<file path="src/rtl/rvWbPkg.sv">
`default_nettype none

package rvWbPkg;

	typedef logic [31:0] dataWord;
	typedef logic [4:0] regIndex;
	typedef logic [11:0] csrAddress;
	typedef logic [3:0] byteMask;

	// Major opcodes
	localparam logic [6:0] opLui = 7'b0110111;
	localparam logic [6:0] opAuipc = 7'b0010111;
	localparam logic [6:0] opJal = 7'b1101111;
	localparam logic [6:0] opJalr = 7'b1100111;
	localparam logic [6:0] opBranch = 7'b1100011;
	localparam logic [6:0] opLoad = 7'b0000011;
	localparam logic [6:0] opStore = 7'b0100011;
	localparam logic [6:0] opAluImm = 7'b0010011;
	localparam logic [6:0] opAlu = 7'b0110011;
	localparam logic [6:0] opFence = 7'b0001111;
	localparam logic [6:0] opSystem = 7'b1110011;

	// Load widths, stores share the low three
	localparam logic [2:0] loadByte = 3'b000;
	localparam logic [2:0] loadHalf = 3'b001;
	localparam logic [2:0] loadWord = 3'b010;
	localparam logic [2:0] loadByteU = 3'b100;
	localparam logic [2:0] loadHalfU = 3'b101;

	// CSR op in funct3[1:0], bit 2 picks the immediate form
	localparam logic [1:0] csrOpRw = 2'b01;
	localparam logic [1:0] csrOpRs = 2'b10;
	localparam logic [1:0] csrOpRc = 2'b11;

	localparam csrAddress csrMtvec = 12'h305;
	localparam csrAddress csrMscratch = 12'h340;
	localparam csrAddress csrMepc = 12'h341;
	localparam csrAddress csrMcause = 12'h342;

endpackage

`default_nettype wire

</file>
<file path="src/rtl/PipeStage.sv">
`timescale 1ns/100ps
`default_nettype none

module PipeStage (
	input wire clk,
	input wire arstN,
	input wire stepPipe,
	input wire pipeStall,
	input wire rvWbPkg::dataWord currentInstruction,
	output logic currentPipeStall,
	output logic active,
	output rvWbPkg::dataWord lastInstruction
);

	always_ff @(posedge clk or negedge arstN) begin
		if (!arstN) begin
			currentPipeStall <= 1'b0;
			active <= 1'b0;
			lastInstruction <= '0;
		end else if (stepPipe) begin
			currentPipeStall <= pipeStall;
			active <= 1'b1;
			// Bubbles leave the last real instruction visible
			if (!pipeStall) begin
				lastInstruction <= currentInstruction;
			end
		end
	end

endmodule

`default_nettype wire

</file>
<file path="src/rtl/InstructionDecode.sv">
`timescale 1ns/100ps
`default_nettype none

module InstructionDecode (
	input wire rvWbPkg::dataWord currentInstruction,
	input wire isNOP,
	output logic [6:0] opcode,
	output rvWbPkg::regIndex rdIndex,
	output rvWbPkg::regIndex rs1Index,
	output rvWbPkg::regIndex rs2Index,
	output logic [2:0] funct3,
	output logic [6:0] funct7,
	output logic isCompressed,
	output logic isLUI,
	output logic isAUIPC,
	output logic isJAL,
	output logic isJALR,
	output logic isBranch,
	output logic isLoad,
	output logic isStore,
	output logic isALUImm,
	output logic isALU,
	output logic isFence,
	output logic isSystem,
	output logic isCSR,
	output logic isCSRRW,
	output logic isCSRRS,
	output logic isCSRRC,
	output logic isECALL,
	output logic isEBREAK,
	output logic isRET,
	output logic invalidInstruction
);
	import rvWbPkg::*;

	logic valid;
	logic shiftLegal;
	logic aluLegal;
	logic isPriv;
	logic [11:0] funct12;

	assign opcode = currentInstruction[6:0];
	assign rdIndex = currentInstruction[11:7];
	assign funct3 = currentInstruction[14:12];
	assign rs1Index = currentInstruction[19:15];
	assign rs2Index = currentInstruction[24:20];
	assign funct7 = currentInstruction[31:25];
	assign funct12 = currentInstruction[31:20];

	// A stalled slot decodes as nothing at all
	assign valid = !isNOP;

	assign isCompressed = valid && currentInstruction[1:0] != 2'b11;
	assign isLUI = valid && opcode == opLui;
	assign isAUIPC = valid && opcode == opAuipc;
	assign isJAL = valid && opcode == opJal;
	assign isJALR = valid && opcode == opJalr && funct3 == 3'b000;
	assign isBranch = valid && opcode == opBranch && funct3[2:1] != 2'b01;
	assign isLoad = valid && opcode == opLoad
		&& (funct3 == loadByte || funct3 == loadHalf || funct3 == loadWord
		|| funct3 == loadByteU || funct3 == loadHalfU);
	assign isStore = valid && opcode == opStore && !funct3[2] && funct3[1:0] != 2'b11;

	// Immediate shifts keep funct7 in the upper immediate bits
	assign shiftLegal = (funct3 == 3'b001) ? funct7 == 7'b0000000
		: (funct7 == 7'b0000000 || funct7 == 7'b0100000);
	assign isALUImm = valid && opcode == opAluImm && (funct3[1:0] != 2'b01 || shiftLegal);

	// Only SUB and SRA use the alternate funct7
	assign aluLegal = funct7 == 7'b0000000
		|| (funct7 == 7'b0100000 && (funct3 == 3'b000 || funct3 == 3'b101));
	assign isALU = valid && opcode == opAlu && aluLegal;

	assign isFence = valid && opcode == opFence && funct3 == 3'b000;
	assign isSystem = valid && opcode == opSystem;

	assign isCSR = isSystem && funct3[1:0] != 2'b00;
	assign isCSRRW = isCSR && funct3[1:0] == csrOpRw;
	assign isCSRRS = isCSR && funct3[1:0] == csrOpRs;
	assign isCSRRC = isCSR && funct3[1:0] == csrOpRc;

	// ECALL, EBREAK and MRET differ only in funct12
	assign isPriv = isSystem && funct3 == 3'b000 && rdIndex == '0 && rs1Index == '0;
	assign isECALL = isPriv && funct12 == 12'h000;
	assign isEBREAK = isPriv && funct12 == 12'h001;
	assign isRET = isPriv && funct12 == 12'h302;

	assign invalidInstruction = valid && !(isLUI || isAUIPC || isJAL || isJALR || isBranch
		|| isLoad || isStore || isALUImm || isALU || isFence || isCSR
		|| isECALL || isEBREAK || isRET);

endmodule

`default_nettype wire

</file>
<file path="src/rtl/LoadAlign.sv">
`timescale 1ns/100ps
`default_nettype none

module LoadAlign (
	input wire [2:0] funct3,
	input wire isLoad,
	input wire isStore,
	input wire [1:0] addressLow,
	input wire rvWbPkg::dataWord memoryDataRead,
	output rvWbPkg::dataWord loadData,
	output logic shouldLoad
);
	import rvWbPkg::*;

	byteMask baseMask;
	logic [6:0] laneMask;
	logic misaligned;
	logic isSigned;
	logic signBit;
	dataWord shifted;

	always_comb begin
		baseMask = 4'b0000;
		if (isLoad || isStore) begin
			case (funct3)
				loadByte, loadByteU: baseMask = 4'b0001;
				loadHalf, loadHalfU: baseMask = 4'b0011;
				loadWord: baseMask = 4'b1111;
				default: baseMask = 4'b0000;
			endcase
		end
	end

	// Lanes pushed past bit 3 fall outside the word
	assign laneMask = {3'b000, baseMask} << addressLow;
	assign misaligned = |laneMask[6:4];
	assign shouldLoad = isLoad && !misaligned;

	assign shifted = memoryDataRead >> {addressLow, 3'b000};
	assign isSigned = funct3 == loadByte || funct3 == loadHalf;

	always_comb begin
		case (baseMask)
			4'b0001: signBit = isSigned && shifted[7];
			4'b0011: signBit = isSigned && shifted[15];
			default: signBit = 1'b0;
		endcase
	end

	always_comb begin
		for (int lane = 0; lane < 4; lane++) begin
			loadData[lane*8 +: 8] = baseMask[lane] ? shifted[lane*8 +: 8] : {8{signBit}};
		end
	end

endmodule

`default_nettype wire

</file>
<file path="src/rtl/PipeStore.sv">
`timescale 1ns/100ps
`default_nettype none

module PipeStore (
	input wire clk,
	input wire arstN,
	input wire stepPipe,
	input wire pipeStall,
	input wire rvWbPkg::dataWord currentInstruction,
	input wire rvWbPkg::dataWord memoryDataRead,
	input wire rvWbPkg::dataWord aluResultData,
	input wire rvWbPkg::dataWord csrData,
	output wire currentPipeStall,
	output wire active,
	output wire rvWbPkg::dataWord lastInstruction,
	output wire invalidInstruction,
	output wire expectingLoad,
	output wire isFence,
	output wire isRET,
	output wire rvWbPkg::regIndex registerWriteAddress,
	output rvWbPkg::dataWord registerWriteData,
	output wire registerWriteEnable,
	output wire rvWbPkg::csrAddress csrWriteAddress,
	output wire rvWbPkg::dataWord csrWriteData,
	output wire csrWriteEnable
);
	import rvWbPkg::*;

	regIndex rdIndex;
	logic [2:0] funct3;
	logic isLUI, isAUIPC, isJAL, isJALR, isLoad, isStore;
	logic isALUImm, isALU, isCSR, isCSRRW;
	logic shouldLoad;
	logic csrWrite;
	logic resultWrite;
	logic retiring;
	dataWord loadData;

	PipeStage pipeStage (
		.clk(clk),
		.arstN(arstN),
		.stepPipe(stepPipe),
		.pipeStall(pipeStall),
		.currentInstruction(currentInstruction),
		.currentPipeStall(currentPipeStall),
		.active(active),
		.lastInstruction(lastInstruction)
	);

	InstructionDecode decode (
		.currentInstruction(currentInstruction),
		.isNOP(pipeStall),
		.opcode(),
		.rdIndex(rdIndex),
		.rs1Index(),
		.rs2Index(),
		.funct3(funct3),
		.funct7(),
		.isCompressed(),
		.isLUI(isLUI),
		.isAUIPC(isAUIPC),
		.isJAL(isJAL),
		.isJALR(isJALR),
		.isBranch(),
		.isLoad(isLoad),
		.isStore(isStore),
		.isALUImm(isALUImm),
		.isALU(isALU),
		.isFence(isFence),
		.isSystem(),
		.isCSR(isCSR),
		.isCSRRW(isCSRRW),
		.isCSRRS(),
		.isCSRRC(),
		.isECALL(),
		.isEBREAK(),
		.isRET(isRET),
		.invalidInstruction(invalidInstruction)
	);

	// The ALU result doubles as the load address
	LoadAlign loadAlign (
		.funct3(funct3),
		.isLoad(isLoad),
		.isStore(isStore),
		.addressLow(aluResultData[1:0]),
		.memoryDataRead(memoryDataRead),
		.loadData(loadData),
		.shouldLoad(shouldLoad)
	);

	// CSRRS and CSRRC with rd = x0 are pure reads
	assign csrWrite = isCSRRW || (isCSR && rdIndex != '0);
	assign resultWrite = isLUI || isAUIPC || isJAL || isJALR || isALU || isALUImm
		|| isLoad || csrWrite;

	// Misaligned loads drop through to zero
	always_comb begin
		priority case (1'b1)
			isLUI, isAUIPC, isJAL, isJALR: registerWriteData = aluResultData;
			shouldLoad: registerWriteData = loadData;
			isALU, isALUImm: registerWriteData = aluResultData;
			csrWrite: registerWriteData = csrData;
			default: registerWriteData = '0;
		endcase
	end

	assign retiring = stepPipe && !pipeStall;
	assign expectingLoad = shouldLoad;

	assign registerWriteAddress = rdIndex;
	assign registerWriteEnable = resultWrite && retiring;

	assign csrWriteAddress = currentInstruction[31:20];
	assign csrWriteData = aluResultData;
	assign csrWriteEnable = csrWrite && retiring;

endmodule

`default_nettype wire

</file>
<file path="src/rtl/RegisterFile.sv">
`timescale 1ns/100ps
`default_nettype none

module RegisterFile #(
	parameter int registerCount = 32
) (
	input wire clk,
	input wire arstN,
	input wire rvWbPkg::regIndex writeAddress,
	input wire rvWbPkg::dataWord writeData,
	input wire writeEnable,
	input wire rvWbPkg::regIndex debugAddress,
	output rvWbPkg::dataWord debugData
);
	import rvWbPkg::*;

	// x0 has no storage
	dataWord registers [1:registerCount-1];
	logic writeHit;
	logic debugHit;

	assign writeHit = writeAddress != '0 && 32'(writeAddress) < registerCount;
	assign debugHit = debugAddress != '0 && 32'(debugAddress) < registerCount;

	always_ff @(posedge clk or negedge arstN) begin
		if (!arstN) begin
			for (int i = 1; i < registerCount; i++) begin
				registers[i] <= '0;
			end
		end else if (writeEnable && writeHit) begin
			registers[writeAddress] <= writeData;
		end
	end

	assign debugData = debugHit ? registers[debugAddress] : '0;

endmodule

`default_nettype wire

</file>
<file path="src/rtl/CsrFile.sv">
`timescale 1ns/100ps
`default_nettype none

module CsrFile (
	input wire clk,
	input wire arstN,
	input wire rvWbPkg::csrAddress readAddress,
	output rvWbPkg::dataWord readData,
	input wire rvWbPkg::csrAddress writeAddress,
	input wire rvWbPkg::dataWord writeData,
	input wire writeEnable,
	input wire rvWbPkg::csrAddress debugAddress,
	output rvWbPkg::dataWord debugData
);
	import rvWbPkg::*;

	dataWord mtvec, mscratch, mepc, mcause;

	function automatic dataWord lookup(csrAddress address);
		case (address)
			csrMtvec: return mtvec;
			csrMscratch: return mscratch;
			csrMepc: return mepc;
			csrMcause: return mcause;
			default: return '0;
		endcase
	endfunction

	always_ff @(posedge clk or negedge arstN) begin
		if (!arstN) begin
			mtvec <= '0;
			mscratch <= '0;
			mepc <= '0;
			mcause <= '0;
		end else if (writeEnable) begin
			// Vector base and return address are word aligned
			case (writeAddress)
				csrMtvec: mtvec <= {writeData[31:2], 2'b00};
				csrMscratch: mscratch <= writeData;
				csrMepc: mepc <= {writeData[31:2], 2'b00};
				csrMcause: mcause <= writeData;
				default: ;
			endcase
		end
	end

	always_comb begin
		readData = lookup(readAddress);
	end

	always_comb begin
		debugData = lookup(debugAddress);
	end

endmodule

`default_nettype wire

</file>
<file path="src/rtl/WritebackTop.sv">
`timescale 1ns/100ps
`default_nettype none

module WritebackTop #(
	parameter int registerCount = 32
) (
	input wire clk,
	input wire arstN,
	input wire stepPipe,
	input wire pipeStall,
	input wire rvWbPkg::dataWord currentInstruction,
	input wire rvWbPkg::dataWord aluResultData,
	input wire rvWbPkg::dataWord memoryDataRead,
	input wire rvWbPkg::regIndex debugRegisterAddress,
	input wire rvWbPkg::csrAddress debugCsrAddress,
	output wire active,
	output wire currentPipeStall,
	output wire rvWbPkg::dataWord lastInstruction,
	output wire invalidInstruction,
	output wire expectingLoad,
	output wire isFence,
	output wire isRET,
	output wire rvWbPkg::dataWord debugRegisterData,
	output wire rvWbPkg::dataWord debugCsrData
);
	import rvWbPkg::*;

	wire regIndex registerWriteAddress;
	wire dataWord registerWriteData;
	wire registerWriteEnable;
	wire csrAddress csrWriteAddress;
	wire dataWord csrWriteData;
	wire csrWriteEnable;
	wire dataWord csrData;

	PipeStore pipeStore (
		.clk(clk),
		.arstN(arstN),
		.stepPipe(stepPipe),
		.pipeStall(pipeStall),
		.currentInstruction(currentInstruction),
		.memoryDataRead(memoryDataRead),
		.aluResultData(aluResultData),
		.csrData(csrData),
		.currentPipeStall(currentPipeStall),
		.active(active),
		.lastInstruction(lastInstruction),
		.invalidInstruction(invalidInstruction),
		.expectingLoad(expectingLoad),
		.isFence(isFence),
		.isRET(isRET),
		.registerWriteAddress(registerWriteAddress),
		.registerWriteData(registerWriteData),
		.registerWriteEnable(registerWriteEnable),
		.csrWriteAddress(csrWriteAddress),
		.csrWriteData(csrWriteData),
		.csrWriteEnable(csrWriteEnable)
	);

	RegisterFile #(
		.registerCount(registerCount)
	) registerFile (
		.clk(clk),
		.arstN(arstN),
		.writeAddress(registerWriteAddress),
		.writeData(registerWriteData),
		.writeEnable(registerWriteEnable),
		.debugAddress(debugRegisterAddress),
		.debugData(debugRegisterData)
	);

	// Old CSR value comes from the address field of the instruction
	CsrFile csrFile (
		.clk(clk),
		.arstN(arstN),
		.readAddress(currentInstruction[31:20]),
		.readData(csrData),
		.writeAddress(csrWriteAddress),
		.writeData(csrWriteData),
		.writeEnable(csrWriteEnable),
		.debugAddress(debugCsrAddress),
		.debugData(debugCsrData)
	);

endmodule

`default_nettype wire

</file>
<file path="config.mk">
export PLATFORM = sky130hd
export DESIGN_NAME = WritebackTop
export DESIGN_NICKNAME = d
export VERILOG_FILES = /design/src/rtl/rvWbPkg.sv /design/src/rtl/PipeStage.sv /design/src/rtl/InstructionDecode.sv /design/src/rtl/LoadAlign.sv /design/src/rtl/PipeStore.sv /design/src/rtl/RegisterFile.sv /design/src/rtl/CsrFile.sv /design/src/rtl/WritebackTop.sv
export SDC_FILE = /design/constraint.sdc
export NUM_CORES = 2
export LEC_CHECK = 0
export BUFFER_PORTS_ARGS = -buffer_cell sky130_fd_sc_hd__buf_2
export CORE_MARGIN = 10
export CORE_UTILIZATION = 63
export CTS_CLUSTER_SIZE = 12
export DETAILED_ROUTE_END_ITERATION = 6
export PLACE_DENSITY = 0.82
export RECOVER_POWER = 100
export SYNTH_ARGS = -nofsm -noshare
export SYNTH_HDL_FRONTEND = slang
export SYNTH_HIERARCHICAL = 1
export SYNTH_SLANG_ARGS = --single-unit
</file>
<file path="constraint.sdc">
create_clock -name clk -period 2.2 [get_ports clk]
set_input_delay 0.11 -clock clk [delete_from_list [all_inputs] [get_ports clk]]
set_output_delay 0.11 -clock clk [all_outputs]
set_load 0.03 [all_outputs]
</file>
# [Yosys cells after proc, flatten, opt, wreduce, memory -nomap -nowiden]
# Index checks and enable logic that the tools add are counted.
[word_totals] regBits=1150 elab_cells=186
[op_classes] reduce_logical=87 n_eq_ne=32 n_mux=21 shift=2 magnitude_cmp=3 bitwise=3
[op_table] op="$bwmux W992" count=1
[op_table] op="$mux W32" count=8
[op_table] op="$pmux W32 S4" count=2
[op_table] op="$bmux W32 S5" count=1
[op_table] op="$demux W32 S5" count=1
[op_table] op="$eq A12 B10 Y1 const B" count=9
[op_table] op="$logic_and A1 B1 Y1" count=38
[op_table] op="$mux W8" count=4
[op_table] op="$shr A32 B5 Y32" count=1
[op_table] op="$eq A7 B6 Y1 const B" count=4
[op_table] op="$eq A7 B7 Y1 const B" count=4
[op_table] op="$logic_or A1 B1 Y1" count=27
[op_table] op="$eq A7 B5 Y1 const B" count=2
[op_table] op="$eq A12 B1 Y1 const B" count=1
[op_table] op="$ge A6 B6 Y1 const B" count=2
[op_table] op="$logic_not A12 Y1" count=1
[op_table] op="$not A5 Y6" count=2
[op_table] op="$pmux W4 S3" count=1
[op_table] op="$logic_not A5 Y1" count=2
[op_table] op="$reduce_and A2 Y1" count=5
[op_table] op="$reduce_bool A5 Y1" count=2
[op_table] op="$eq A7 B2 Y1 const B" count=1
[op_table] op="$eq A7 B4 Y1 const B" count=1
[op_table] op="$logic_not A7 Y1" count=1
[op_table] op="other kinds (20)" count=27

# [Depth between registers and ports, before layout]
[logic_depth] depth_word=17 ltp_mapped=15

# [Hierarchy]
# Netlist, hierarchy kept.
[by_module_without_submodules] mod="RegisterFile" area_each_um2=45524.9 cells_each=3161 n_inst=1 seq_area_each_um2=24823.8
[by_module_without_submodules] mod="CsrFile" area_each_um2=7746.2 cells_each=706 n_inst=1 seq_area_each_um2=3103.0
[by_module_without_submodules] mod="PipeStage" area_each_um2=1426.4 cells_each=73 n_inst=1 seq_area_each_um2=850.8
[by_module_without_submodules] mod="PipeStore" area_each_um2=1009.7 cells_each=130 n_inst=1 seq_area_each_um2=0.0
[by_module_without_submodules] mod="LoadAlign" area_each_um2=899.6 cells_each=116 n_inst=1 seq_area_each_um2=0.0
[by_module_without_submodules] mod="InstructionDecode" area_each_um2=709.4 cells_each=110 n_inst=1 seq_area_each_um2=0.0

# [Least setup slack after synthesis]
# Ideal clock, no wire load.
[synth_timing] kind="input-to-reg" start="input currentInstruction[3]" end="register registerFile/registers[101] in the netlist's numbering" setup_time_ns=0.125 n_path_buf=3 path_slack_ns=-0.770 required_time_ns=2.075 cell_stages=15 t_arrival_ns=2.845 cell_sequence="buf_6 > nand4bb_4 > or3_4 > inv_1 > nand2_1 > nor2_1 > or4_4 > o32ai_4 > a21oi_1 > nand2_1 > nor3_2 > and3_1 > clkbuf_1 > buf_4 > mux2_2"
[synth_via] word_cells_on_any_way=54
[synth_lines] element="from (decl)" line_no="WritebackTop.sv:11" source="input wire rvWbPkg::dataWord currentInstruction,"
[synth_lines] element="$eq A7 B7 Y1" line_no="InstructionDecode.sv:75" source="assign isSystem = valid && opcode == opSystem;"
[synth_lines] element="$logic_and A1 B1 Y1" line_no="InstructionDecode.sv:75"
[synth_lines] element="named net pipeStore.decode.isSystem" line_no="InstructionDecode.sv:24" source="output logic isSystem,"
[synth_lines] element="$logic_and A1 B1 Y1" line_no="InstructionDecode.sv:77" source="assign isCSR = isSystem && funct3[1:0] != 2'b00;"
[synth_lines] element="$logic_and A1 B1 Y1" line_no="InstructionDecode.sv:78" source="assign isCSRRW = isCSR && funct3[1:0] == csrOpRw;"
[synth_lines] element="named net pipeStore.isCSRRW" line_no="PipeStore.sv:32" source="logic isALUImm, isALU, isCSR, isCSRRW;"
[synth_lines] element="$logic_or A1 B1 Y1" line_no="PipeStore.sv:93" source="assign csrWrite = isCSRRW || (isCSR && rdIndex != '0);"
[synth_lines] element="$logic_or A1 B1 Y1" line_no="PipeStore.sv:95" source="|| isLoad || csrWrite;"
[synth_lines] element="$logic_and A1 B1 Y1" line_no="PipeStore.sv:112" source="assign registerWriteEnable = resultWrite && retiring;"
[synth_lines] element="named net registerWriteEnable" line_no="WritebackTop.sv:30" source="wire registerWriteEnable;"
[synth_lines] element="$logic_and A1 B1 Y1" line_no="RegisterFile.sv:30" source="end else if (writeEnable && writeHit) begin"
[synth_lines] element="to (signal, indexed assignment)" line_no="RegisterFile.sv:31" source="registers[writeAddress] <= writeData;"
[synth_lines] element="to (decl)" line_no="RegisterFile.sv:18" source="dataWord registers [1:registerCount-1];"
# The timed path passes the listed nets, and every way through them passes these cells.
# A chain may end at the register's enable or synchronous reset.

# [Worst setup path after layout]
[layout_timing] start="register registerFile/registers[71] in the netlist's numbering" end="output debugRegisterData[7]"
[layout_via] elab_chain_cells=4
[layout_lines] element="$bmux W32 S5" line_no="RegisterFile.sv:35" source="assign debugData = debugHit ? registers[debugAddress] : '0;"
[layout_lines] element="$mux W32 (not written as such) (2 in a row)" line_no="RegisterFile.sv:35"
[layout_lines] element="$mux W32" line_no="RegisterFile.sv:35"
[layout_lines] element="to (decl)" line_no="WritebackTop.sv:23" source="output wire rvWbPkg::dataWord debugRegisterData,"
# No other way between the ends. The select of a mux whose other input is x is not followed.

==> qor.yml <==
status:
  status: "finished, violations left"
  violations: "max-capacitance violations, max-slew violations, negative setup slack"
critical_path:
  worstPathArrival_ns: 2.57
  crit_family: "simple AND/OR/NAND/NOR gates"
  crit_path_max_incr_delay_ns: 0.46
  slowest_stage: "nor3_1"
  critPathCaptureType: "output pin"
  path_cells: "mux2i_1, o22ai_1, nor3_1, nor4_4, buf_6"
  crit_type: "flip-flop to output pin"
  cp-start-kind: "flip-flop"
  worstPathRequired_ns: 2.09
  crit_fanout: 2
  crit_buf_inv: 1
clock_tree:
  clk_pin_slew_ns: 0.07
  clock_latency_ns: 0.75
  cts_root_buf: "clkbuf_16"
  cts_tree: "built"
  clock_path_buffers: 3
  clock-sinks: 1150
  cts_buffers: 115
  htree_levels: 3
sta:
  setup_slack_ns: -0.4812
  fin_skew_ns: 0.03582
  relSlewSlack_pct: -21.11
  min_period_over_period_pct: 121.9
  fin_crit_ns: 2.681
  drv_slew: 20
  hold_viol: 0
  grt_setup_unrepaired: "yes"
  max_freq_ghz: 0.3730
  worst_pin_slew_ns: 1.817
  finalSetupViolations: 1174
drt:
  ant_nets: 0
  viasPerCell: 7.394
  wl_um: 217700
  dr.pass1.iters: 5
  drc_errors: 0
  routedWlPerCell_um: 36.61
  dr_total_vias: 43964
  drtIter0Drc: 5975
finish:
  instances_no_fill: 5946
  fin_nets: 4810
  drive_gt1_share_pct: 48.23
  area_delta_synth_final_pct: 24.39
  final_util_pct: 78.91
grt:
  antenna_found_initial: 5
  grt_pass1_wl_um: 285300
  grt_pass1_vias: 44716
  grt_usage_pct: 36.34
  overflow: 0
  grt_max_degree: 87
placement:
  port_buffers: 218
  placedCellCount: 5575
  dp_hpwl_um: 101700
  gp_congestion: 0.8769
yosys:
  ys_warn_count: 6
  synthesis.area_mm2: 0.05710
  avgSynthCellArea_um2: 13.38
  synthCells: 4266
  syn_nets: 4383
pwr:
  switching_power_mw: 11.35
  irDropWorstVdd_uv: 938.4
  power_frac_comb_pct: 8.1
  pwr-share-clk_pct: 44.4
  p_leak_nw: 34.74
  p_seq_share_pct: 47.5
  p_per_area_mw_per_mm2: 631.4
  switching_share_pct: 25.31
  p_int_mw: 33.50
floorplan:
  die_height_um: 321.1
  pin_count: 219
  core_mm2: 0.09001
  rows: 110
  die_area_mm2: 0.1031
  start_util_pct: 63.44
  fp.dieW_um: 321.1
job:
  maxCapViolCount: 1
worst_hold_path:
  hold_path_class: "input port to flip-flop"
-- layout by cell type (no fill, tap or decap), types with 21 or more instances in the layout --
cell	instances
a211oi_1	28
a211oi_2	28
a21o_1	24
a21oi_1	64
a221o_1	32
a22o_1	29
a22oi_1	28
and3b_1	121
buf_12	161
buf_16	38
buf_2	114
buf_4	213
buf_6	53
clkbuf_1	93
clkbuf_16	141
clkbuf_2	29
dfrtp_1	1150
dlygate4sd3_1	66
mux2_1	32
mux2_2	869
mux2_4	343
mux2i_1	335
mux4_2	67
nand2_1	71
nor2b_1	33
nor2b_4	21
nor3_1	63
o21ai_0	74
o22ai_1	124
-- cell type report --
class                           instances  area [um2]
Sequential cell                      1150       28780
Multi-Input combinational cell       2646       28200
Fill cell                            4442       18990
Timing Repair Buffer                  773        8927
Clock buffer                          167        3224
Tap cell                             1176        1471
Clock inverter                         22       386.6
Inverter                                7       26.28
Antenna cell                            5       12.51
-- stage by stage --
step	cell area (um2)	total power, mW	TNS [ns]	hold WS, ns	setup WS [ns]
floorplan	57440	23.31	-457.26	-0.1856	-0.5386
detailed placement	62260	24.93	-874.11	0.06186	-0.8653
CTS	69530	44.25	-9.498	0.06973	-0.1904
finish	71020	44.85	-235.83	0.08005	-0.4812
global route	71020	45.68	-243.36	0.09824	-0.4334
global placement	62260	24.88	-842.95	0.06794	-0.8594
-- worst min-delay path: stages --
cell	delay, ns
buf_2	0.12
buf_4	0.25
mux2_2	0.30
-- power by group through the flow --
stage / Combinational, mW / Sequential (mW) / Clock [mW]
2_1_floorplan: 1.44 / 21.9 / 0
3_3_place_gp: 3.21 / 21.7 / 0
3_5_place_dp: 3.25 / 21.7 / 0
4_1_cts: 3.52 / 21.3 / 19.4
5_1_grt: 3.76 / 21.3 / 20.6
6_report: 3.65 / 21.3 / 19.9
-- state kept, by name, summed over array words and instances, names as in the netlist --
| signal | count |
|---|---|
| pipeStore/pipeStage/active | 1 |
| pipeStore/pipeStage/currentPipeStall | 1 |
| csrFile/mscratch | 32 |
| csrFile/mcause | 32 |
| registerFile/registers | 992 |
| csrFile/mtvec | 30 |
| csrFile/mepc | 30 |
| pipeStore/pipeStage/lastInstruction | 32 |
-- per-layer routing --
metal,share of wire [%],global-route usage [%],vias to the layer above
li1,-,-,16529
met1,33,44.05,22213
met2,45,57.14,3818
met3,13,9.073,1400
met4,9.6,24.69,4
met5,0.035,0,-
-- path summary, 6_finish.rpt --
kind,from,end,slack [ns],depth (start not counted)
min in group asynchronous,arstN,csrFile/mepc[20]$_DFFE_PN0P_,1.29,3
min,aluResultData[0],csrFile/mcause[0]$_DFFE_PN0P_,0.08,3
max,registerFile/registers[71]$_DFFE_PN0P_,debugRegisterData[7],-0.48,5
min reg2reg,pipeStore/pipeStage/active$_DFFE_PN0P_,pipeStore/pipeStage/active$_DFFE_PN0P_,0.48,1
max reg2reg,csrFile/mtvec[18]$_DFFE_PN0P_,registerFile/registers[690]$_DFFE_PN0P_,0.22,6
max in group asynchronous,arstN,registerFile/registers[527]$_DFFE_PN0P_,-0.03,4
-- timing repair --
item | in CTS | in global routing
pin swaps | 60 | 48
gates resized for setup | 351 | 322
hold buffers | 67 | 0
cloned | 43 | 28
buffers inserted | 59 | 19
setup endpoints to repair | 1057 | 1152
endpoints found under the hold margin | 1057 | 0
No activity file was read; power rests on OpenSTA's default activity.
